===== src/ms7200_cfg_pkg.sv =====
`default_nettype none

package ms7200_cfg_pkg;

    typedef logic [15:0] reg_addr_t;
    typedef logic [7:0]  reg_data_t;
    typedef logic [5:0]  cmd_index_t;

    // one-hot phase encoding
    typedef enum logic [4:0] {
        PH_IDLE        = 5'b00001,
        PH_CONNECT     = 5'b00010,
        PH_INIT        = 5'b00100,
        PH_STATUS_READ = 5'b01000,
        PH_SETTING     = 5'b10000
    } cfg_phase_e;

    // ========================================
    // status word, 0x209C lands in byte 0
    // ========================================
    typedef union packed {
        logic [3:0][7:0] bytes;
        struct packed {
            logic [7:0]  rsvd_hi;
            logic [5:0]  rsvd_lo;
            logic [1:0]  lock_state;
            logic [15:0] freq_count;
        } fields;
    } status_word_u;

    // connect probe
    localparam reg_addr_t PROBE_ADDR  = 16'h0003;
    localparam reg_data_t PROBE_VALUE = 8'h5A;

    // status polling
    localparam reg_addr_t STATUS_BASE  = 16'h209C;
    localparam int        STATUS_BYTES = 4;

    // table layout, settings follow the init entries
    localparam int INIT_LEN    = 40;
    localparam int SETTING_LEN = 7;

    localparam logic [1:0] LOCK_IDLE   = 2'b00;
    localparam logic [1:0] LOCK_ACTIVE = 2'b10;

endpackage

`default_nettype wire


===== src/cfg_reg_table.sv =====
`timescale 1ns/1ps
`default_nettype none

module cfg_reg_table import ms7200_cfg_pkg::*; (
    input  wire        clk,
    input  wire        rstn,
    input  cmd_index_t cmd_index,
    output reg_addr_t  table_addr,
    output reg_data_t  table_data
);

    logic [23:0] entry;

    // init entries 0..39, settings 40..46
    always_comb begin
        case (cmd_index)
            6'd0:    entry = {16'h0204, 8'h02};
            6'd1:    entry = {16'h0205, 8'h40};
            6'd2:    entry = {16'h0004, 8'h01};
            6'd3:    entry = {16'h0009, 8'h26};
            6'd4:    entry = {16'h102E, 8'h01};
            6'd5:    entry = {16'h1025, 8'hB0};
            6'd6:    entry = {16'h102D, 8'h83};
            6'd7:    entry = {16'h1000, 8'h20};
            6'd8:    entry = {16'h100F, 8'h04};
            6'd9:    entry = {16'h0003, 8'hC3};
            6'd10:   entry = {16'h103B, 8'h02};
            6'd11:   entry = {16'h00E1, 8'h00};
            6'd12:   entry = {16'h00A8, 8'h08};
            6'd13:   entry = {16'h000A, 8'h00};
            6'd14:   entry = {16'h0016, 8'h02};
            6'd15:   entry = {16'h00E2, 8'h01};
            6'd16:   entry = {16'h00C2, 8'h14};
            6'd17:   entry = {16'h102D, 8'hC7};
            6'd18:   entry = {16'h1005, 8'h04};
            6'd19:   entry = {16'h1003, 8'h14};
            6'd20:   entry = {16'h1004, 8'h01};
            6'd21:   entry = {16'h1000, 8'h60};
            6'd22:   entry = {16'h1020, 8'h13};
            6'd23:   entry = {16'h1021, 8'h04};
            6'd24:   entry = {16'h1022, 8'h04};
            6'd25:   entry = {16'h1023, 8'h0C};
            6'd26:   entry = {16'h102B, 8'h33};
            6'd27:   entry = {16'h102C, 8'h33};
            6'd28:   entry = {16'h00F0, 8'h10};
            6'd29:   entry = {16'h000C, 8'h80};
            6'd30:   entry = {16'h000C, 8'h00};
            6'd31:   entry = {16'h000A, 8'h04};
            6'd32:   entry = {16'h2000, 8'h0F};
            6'd33:   entry = {16'h2001, 8'h00};
            6'd34:   entry = {16'h2002, 8'h00};
            6'd35:   entry = {16'h2003, 8'h01};
            6'd36:   entry = {16'h209C, 8'h00};
            6'd37:   entry = {16'h209D, 8'h00};
            6'd38:   entry = {16'h209E, 8'h00};
            6'd39:   entry = {16'h209F, 8'h00};
            // lock settings
            6'd40:   entry = {16'h1010, 8'h01};
            6'd41:   entry = {16'h1024, 8'h00};
            6'd42:   entry = {16'h0200, 8'h00};
            6'd43:   entry = {16'h1024, 8'h70};
            6'd44:   entry = {16'h0200, 8'h07};
            6'd45:   entry = {16'h0215, 8'h01};
            6'd46:   entry = {16'h0215, 8'h00};
            default: entry = '0;
        endcase
    end

    always_ff @(posedge clk) begin
        if (!rstn) begin
            table_addr <= '0;
            table_data <= '0;
        end else begin
            table_addr <= entry[23:8];
            table_data <= entry[7:0];
        end
    end

endmodule

`default_nettype wire


===== src/cfg_sequencer.sv =====
`timescale 1ns/1ps
`default_nettype none

module cfg_sequencer import ms7200_cfg_pkg::*; (
    input  wire        clk,
    input  wire        rstn,
    input  wire        busy,
    input  wire        byte_over,
    input  reg_data_t  data_out,
    input  reg_addr_t  table_addr,
    input  reg_data_t  table_data,
    input  wire        lock_event,
    output cmd_index_t cmd_index,
    output logic [1:0] status_step,
    output logic       poll_done,
    output logic       setting_start,
    output logic       iic_trig,
    output logic       w_r,
    output reg_addr_t  addr,
    output reg_data_t  data_in,
    output logic       init_over
);

    cfg_phase_e phase;
    cfg_phase_e phase_n;
    logic [5:0] step;
    logic [5:0] step_n;
    logic       busy_q;
    logic       busy_fall;
    logic       issue;
    logic       probe_ok;

    // transfer ends one cycle after busy drops
    assign busy_fall   = busy_q & ~busy;
    assign status_step = step[1:0];

    // ========================================
    // next phase and step
    // ========================================
    always_comb begin
        phase_n = phase;
        step_n  = step;
        issue   = 1'b0;
        case (phase)
            PH_IDLE: begin
                phase_n = PH_CONNECT;
                step_n  = '0;
                issue   = 1'b1;
            end
            PH_CONNECT: begin
                if (busy_fall) begin
                    issue = 1'b1;
                    if (step == '0) begin
                        step_n = 6'd1;
                    end else begin
                        // retry the probe write until read-back matches
                        step_n = '0;
                        if (probe_ok) begin
                            phase_n = PH_INIT;
                        end
                    end
                end
            end
            PH_INIT: begin
                if (busy_fall) begin
                    issue = 1'b1;
                    if (step == 6'(INIT_LEN - 1)) begin
                        phase_n = PH_STATUS_READ;
                        step_n  = '0;
                    end else begin
                        step_n = step + 6'd1;
                    end
                end
            end
            PH_STATUS_READ: begin
                if (busy_fall) begin
                    issue = 1'b1;
                    if (step == 6'(STATUS_BYTES - 1)) begin
                        step_n = '0;
                        if (lock_event) begin
                            phase_n = PH_SETTING;
                        end
                    end else begin
                        step_n = step + 6'd1;
                    end
                end
            end
            PH_SETTING: begin
                if (busy_fall) begin
                    issue = 1'b1;
                    if (step == 6'(SETTING_LEN - 1)) begin
                        phase_n = PH_STATUS_READ;
                        step_n  = '0;
                    end else begin
                        step_n = step + 6'd1;
                    end
                end
            end
            default: begin
                phase_n = PH_IDLE;
                step_n  = '0;
            end
        endcase
    end

    // ========================================
    // control registers
    // ========================================
    always_ff @(posedge clk) begin
        if (!rstn) begin
            phase         <= PH_IDLE;
            step          <= '0;
            busy_q        <= 1'b0;
            probe_ok      <= 1'b0;
            cmd_index     <= '0;
            iic_trig      <= 1'b0;
            w_r           <= 1'b1;
            poll_done     <= 1'b0;
            setting_start <= 1'b0;
            init_over     <= 1'b0;
        end else begin
            phase         <= phase_n;
            step          <= step_n;
            busy_q        <= busy;
            iic_trig      <= issue;
            poll_done     <= (phase == PH_STATUS_READ) && busy_fall &&
                             (step == 6'(STATUS_BYTES - 1));
            setting_start <= (phase_n == PH_SETTING) && (phase != PH_SETTING);

            if (phase == PH_CONNECT && step == 6'd1 && byte_over) begin
                probe_ok <= (data_out == PROBE_VALUE);
            end

            if (issue) begin
                case (phase_n)
                    PH_CONNECT:     w_r <= (step_n == '0);
                    PH_STATUS_READ: w_r <= 1'b0;
                    default:        w_r <= 1'b1;
                endcase
            end

            // table entry is fetched one transfer ahead
            if (phase == PH_SETTING && phase_n == PH_STATUS_READ) begin
                cmd_index <= cmd_index_t'(INIT_LEN);
                init_over <= 1'b1;
            end else if (issue && (phase_n == PH_INIT || phase_n == PH_SETTING)) begin
                cmd_index <= cmd_index + 6'd1;
            end
        end
    end

    // transfer payload
    always_ff @(posedge clk) begin
        if (issue) begin
            case (phase_n)
                PH_CONNECT: begin
                    addr    <= PROBE_ADDR;
                    data_in <= PROBE_VALUE;
                end
                PH_STATUS_READ: begin
                    addr    <= STATUS_BASE + reg_addr_t'(step_n);
                    data_in <= '0;
                end
                default: begin
                    addr    <= table_addr;
                    data_in <= table_data;
                end
            endcase
        end
    end

    // engine must be idle whenever a transfer starts
    a_trig_not_busy: assert property (@(posedge clk) disable iff (!rstn)
        iic_trig |-> !busy)
        else $error("iic_trig issued while engine busy");

endmodule

`default_nettype wire


===== src/lock_detect.sv =====
`timescale 1ns/1ps
`default_nettype none

module lock_detect import ms7200_cfg_pkg::*; (
    input  wire        clk,
    input  wire        rstn,
    input  wire        byte_over,
    input  reg_data_t  data_out,
    input  wire  [1:0] status_step,
    input  wire        poll_done,
    input  wire        setting_start,
    output logic       lock_event
);

    status_word_u work;
    logic [1:0]   prev_lock;
    logic         prev_valid;

    // assemble the word one read at a time
    always_ff @(posedge clk) begin
        if (byte_over) begin
            work.bytes[status_step] <= data_out;
        end
    end

    // ========================================
    // compare against the previous poll
    // ========================================
    always_ff @(posedge clk) begin
        if (!rstn) begin
            prev_lock  <= LOCK_IDLE;
            prev_valid <= 1'b0;
            lock_event <= 1'b0;
        end else begin
            if (poll_done) begin
                prev_lock  <= work.fields.lock_state;
                prev_valid <= 1'b1;
            end
            // held until the settings sequence starts
            if (setting_start) begin
                lock_event <= 1'b0;
            end else if (poll_done && prev_valid && prev_lock == LOCK_IDLE &&
                         work.fields.lock_state == LOCK_ACTIVE) begin
                lock_event <= 1'b1;
            end
        end
    end

    // last byte must be in before the poll is judged
    a_no_byte_at_poll_done: assert property (@(posedge clk) disable iff (!rstn)
        poll_done |-> !byte_over)
        else $error("byte_over during poll_done");

endmodule

`default_nettype wire


===== src/ms7200_cfg_top.sv =====
`timescale 1ns/1ps
`default_nettype none

module ms7200_cfg_top import ms7200_cfg_pkg::*; (
    input  wire       clk,
    input  wire       rstn,
    output logic      init_over,
    output logic      iic_trig,
    output logic      w_r,
    output reg_addr_t addr,
    output reg_data_t data_in,
    input  wire       busy,
    input  wire       byte_over,
    input  reg_data_t data_out
);

    cmd_index_t cmd_index;
    reg_addr_t  table_addr;
    reg_data_t  table_data;
    logic [1:0] status_step;
    logic       poll_done;
    logic       setting_start;
    logic       lock_event;

    cfg_sequencer i_sequencer (
        .clk           (clk),
        .rstn          (rstn),
        .busy          (busy),
        .byte_over     (byte_over),
        .data_out      (data_out),
        .table_addr    (table_addr),
        .table_data    (table_data),
        .lock_event    (lock_event),
        .cmd_index     (cmd_index),
        .status_step   (status_step),
        .poll_done     (poll_done),
        .setting_start (setting_start),
        .iic_trig      (iic_trig),
        .w_r           (w_r),
        .addr          (addr),
        .data_in       (data_in),
        .init_over     (init_over)
    );

    cfg_reg_table i_reg_table (
        .clk        (clk),
        .rstn       (rstn),
        .cmd_index  (cmd_index),
        .table_addr (table_addr),
        .table_data (table_data)
    );

    lock_detect i_lock_detect (
        .clk           (clk),
        .rstn          (rstn),
        .byte_over     (byte_over),
        .data_out      (data_out),
        .status_step   (status_step),
        .poll_done     (poll_done),
        .setting_start (setting_start),
        .lock_event    (lock_event)
    );

endmodule

`default_nettype wire


===== config.mk =====
export PLATFORM = sky130hd
export DESIGN_NAME = ms7200_cfg_top
export DESIGN_NICKNAME = d
export VERILOG_FILES = /design/src/ms7200_cfg_pkg.sv /design/src/cfg_reg_table.sv /design/src/cfg_sequencer.sv /design/src/lock_detect.sv /design/src/ms7200_cfg_top.sv
export SDC_FILE = /design/constraint.sdc
export NUM_CORES = 1
export LEC_CHECK = 0
export ABC_AREA = 1
export BUFFER_PORTS_ARGS = -buffer_cell sky130_fd_sc_hd__buf_4
export CAP_MARGIN = 30
export CORE_MARGIN = 2
export CORE_UTILIZATION = 50
export CTS_BUF_LIST = sky130_fd_sc_hd__clkbuf_16
export CTS_CLUSTER_SIZE = 12
export DETAILED_ROUTE_END_ITERATION = 16
export PLACE_DENSITY = 0.71
export SLEW_MARGIN = 20
export SYNTH_ARGS = -nofsm -noshare
export SYNTH_HDL_FRONTEND = slang
export SYNTH_SLANG_ARGS = --single-unit
export TNS_END_PERCENT = 20

===== constraint.sdc =====
create_clock -name clk -period 2 [get_ports clk]
set_input_delay 0.2 -clock clk [delete_from_list [all_inputs] [get_ports clk]]
set_output_delay 0.2 -clock clk [all_outputs]
set_load 0.05 [all_outputs]

==> impl_metrics.ini <==
[status]
outcome = finished clean

[power_and_ir_drop]
p_sw_mw = 1.11
p_sw_share_pct = 29.3
combPwrFrac_pct = 17.0
p_seq_share_pct = 41.1
power.density_mw_per_mm2 = 806
ir_drop_v = 0.000401
cellLeakagePower_nw = 2.10
pwr-share-clk_pct = 41.9
p_int_mw = 2.67

[finish]
num_antenna_cells = 0
fin_nets = 576
final_common_cell = nand2_1
fin_area_mm2 = 0.00469
finalNonFillerCells = 654
nFillCells = 673
final_cell_mix = nand2_1, buf_4, nor2_1
syn_to_final_growth_pct = 23.5
drive_gt1_share_pct = 24.3

[timing]
setup_violations = 0
grt_setup_unrepaired = yes
hold_viol_final = 0
setup_tns_ns = 0
hold_slack_ns = 0.0584
setup_ws_ns = 0.0898
max_freq_mhz = 523
fin_crit_sh_pct = 95.5
drv_slew = 0
fin_crit_ns = 1.91
fin_skew_ns = 0.00739

[yosys]
synth_top_family_by_area = simple AND/OR/NAND/NOR gates
synth-edff-count = 21
synthMuxAreaShare_pct = 0
yosys.area_share.simple_pct = 26.9
synthArstFlopShare_pct = 0
synth_ff_type = dfxtp_1
ys_top_cells_by_area = dfxtp_1, edfxtp_1, nand2_1
yosys.area.top_type_share_pct = 24.8
synth_sequential_area_ratio_pct = 41.4
synth_warnings = 0
synth_cells = 488
synth_cell_types = 52
synth_compound_area_share_pct = 15.9
synthXorXnorAreaFrac_pct = 1.15
synth.avg_cell_area_um2 = 7.78
synth_top_area_cell = dfxtp_1
synthAdderAreaFrac_pct = 4.61
yosys_register_bits = 68
syn_area_mm2 = 0.00380

[worst_setup_path]
cp.arrival_ns = 2.08
critPathLaunchType = flop
r2r-end = i_sequencer.addr[5]$_DFFE_PP_
rrSetupSlack_ns = 0.09
crit_type = reg -> reg
worstSetupEndpointType = flop
reg2reg_depth = 11
path_max_fanout = 6
critPathRequiredTime_ns = 2.17
reg2reg_from = i_sequencer.step[0]$_SDFF_PN0_

[drt]
totalWireLength_um = 10000
first_pass_iters = 5
first_iter_violations = 255
num_vias = 3537
antenna_left = 0
via_per_inst = 5.41
wl_per_cell_um = 15.3
drc = 0

[clocking]
clkTransAtPathRegs_ns = 0.06
clock_sink_count = 68
clockBufferDepth = 2
numCtsBuffers = 9
cts_hold_buf = 0
worst_skew_pair.late_latency_ns = 0.32
cts_tree = done
clock-root-buffer = clkbuf_16
htreeDepth = 3

[die]
core-area_mm2 = 0.00729
die_area_mm2 = 0.00831
fp-row-count = 31
die_x_um = 91.2
io_pins = 39
start_util_pct = 52.1
die_y_um = 91.2

[global_route]
grt-ovfl-total = 0
grt_pass1_wl_um = 16400
grt_use_total_pct = 24.5
antenna_found_initial = 0
grt_pass1_vias = 3341
grt_max_degree = 22

[hold_path]
min_path_type = in -> reg
min_from = busy
whs_path_depth = 3
hold_end = i_sequencer.busy_q$_SDFF_PN0_

[place]
placedCellCount = 638
dp_hpwl_um = 7440
pre_cts_slack_ns = 0.0476
port_buffers = 33
placedInstanceArea_mm2 = 0.00433
globalplace.congestion = 0.963

[run]
drv_cap = 0
[power groups by stage]
stage / logic [mW] / registers [mW] / clock network, mW
6_report: 0.644 / 1.55 / 1.58
5_1_grt: 0.682 / 1.56 / 1.66
4_1_cts: 0.642 / 1.56 / 1.60
3_5_place_dp: 0.641 / 1.58 / 0
3_3_place_gp: 0.640 / 1.58 / 0
2_1_floorplan: 0.191 / 1.83 / 0
[what timing repair did]
action                                  CTS  global route
hold endpoints to repair                  0             0
endpoints found under the setup margin    0            21
gates resized for setup                   0            22
buffers inserted                          0             0
[through the flow]
step	power, mW	util (%)
global placement	2.22	59.3
floorplan	2.02	-
global route	3.90	64.3
finish	3.78	64.3
CTS	3.80	63.4
detailed placement	2.23	59.3
[worst max-delay path, stage by stage, from the launching register on]
cell and delay [ns]:
dfxtp_4 0.37, inv_2 0.10, ha_2 0.22, nand2_1 0.09
nor2_4 0.14, o21ai_2 0.08, o21ai_2 0.19, buf_4 0.16
inv_1 0.05, o21bai_1 0.15, nand2_1 0.08, o21ai_2 0.12
[sequential cells by signal, indices dropped and copies added (netlist names), 2 cells and up]
signal                   count
i_reg_table.table_addr      11
i_sequencer.addr            11
i_reg_table.table_data       8
i_sequencer.data_in          8
i_sequencer.cmd_index        6
i_sequencer.step             6
i_sequencer.phase            5
i_lock_detect.prev_lock      2
i_lock_detect.work           2
[layout make-up]
cell class | instances | area (µm²) | share of cell area (%)
flip-flops and latches | 68 | 1580 | 33.7
repair buffers | 64 | 493 | 10.5
well taps | 99 | 124 | 2.64
multi-input cells | 338 | 1920 | 40.9
inverters | 69 | 275 | 5.87
clock buffers | 9 | 225 | 4.80
clock inverters | 7 | 73.8 | 1.57
[cells by family after synthesis]
logic type | Yosys count
other | 1
buffers and inverters | 86
AND/OR/NAND/NOR | 221
adder cells (fa/ha/maj) | 14
AO/OA/AOI/OAI | 93
XOR/XNOR | 5
flip-flops | 68
[synthesized netlist by cell type (2+ instances only)]
cell type and instances:
buf_4 5, o22ai_1 4, dfxtp_1 47, o311ai_0 3, nor4_1 3, xor2_1 5
nand2_4 2, o21ai_1 3, inv_2 6, nor2_4 5, nand2_2 6, nor3_1 8
nand3_2 4, o31ai_1 3, o211ai_1 6, clkbuf_1 5, a221oi_1 2, nand4_1 4
o21ai_0 27, nand3_1 23, buf_2 4, a311oi_1 2, o21ai_2 5, nor2_2 4
edfxtp_1 21, a211oi_1 3, a21oi_1 20, ha_1 14, a31oi_1 4, nor2_1 63
nand2_1 96, a22oi_1 2, inv_1 60
[routing by layer]
layer | vias up | GRT usage [%] | share of wire [%]
met5 | - | 0 | 0
met4 | 0 | 7.83 | 1.7
met3 | 19 | 4.40 | 6.9
met2 | 154 | 38.8 | 45
met1 | 1626 | 34.1 | 47
li1 | 1738 | - | -
[worst max path at each step]
stage          slack (ns)                      startpoint  cells past startpoint                       endpoint
6_report             0.09  i_sequencer.step[0]$_SDFF_PN0_                     11  i_sequencer.addr[5]$_DFFE_PP_
5_1_grt             -0.04  i_sequencer.step[0]$_SDFF_PN0_                     11  i_sequencer.addr[5]$_DFFE_PP_
4_1_cts              0.03  i_sequencer.step[0]$_SDFF_PN0_                     13   i_sequencer.w_r$_SDFFE_PN1P_
3_5_place_dp         0.05  i_sequencer.step[0]$_SDFF_PN0_                     13   i_sequencer.w_r$_SDFFE_PN1P_
3_3_place_gp          0.1  i_sequencer.step[0]$_SDFF_PN0_                     16   i_sequencer.w_r$_SDFFE_PN1P_
2_1_floorplan        0.19  i_sequencer.step[0]$_SDFF_PN0_                      9  i_sequencer.addr[4]$_DFFE_PP_
No activity file was read; power rests on OpenSTA's default activity.
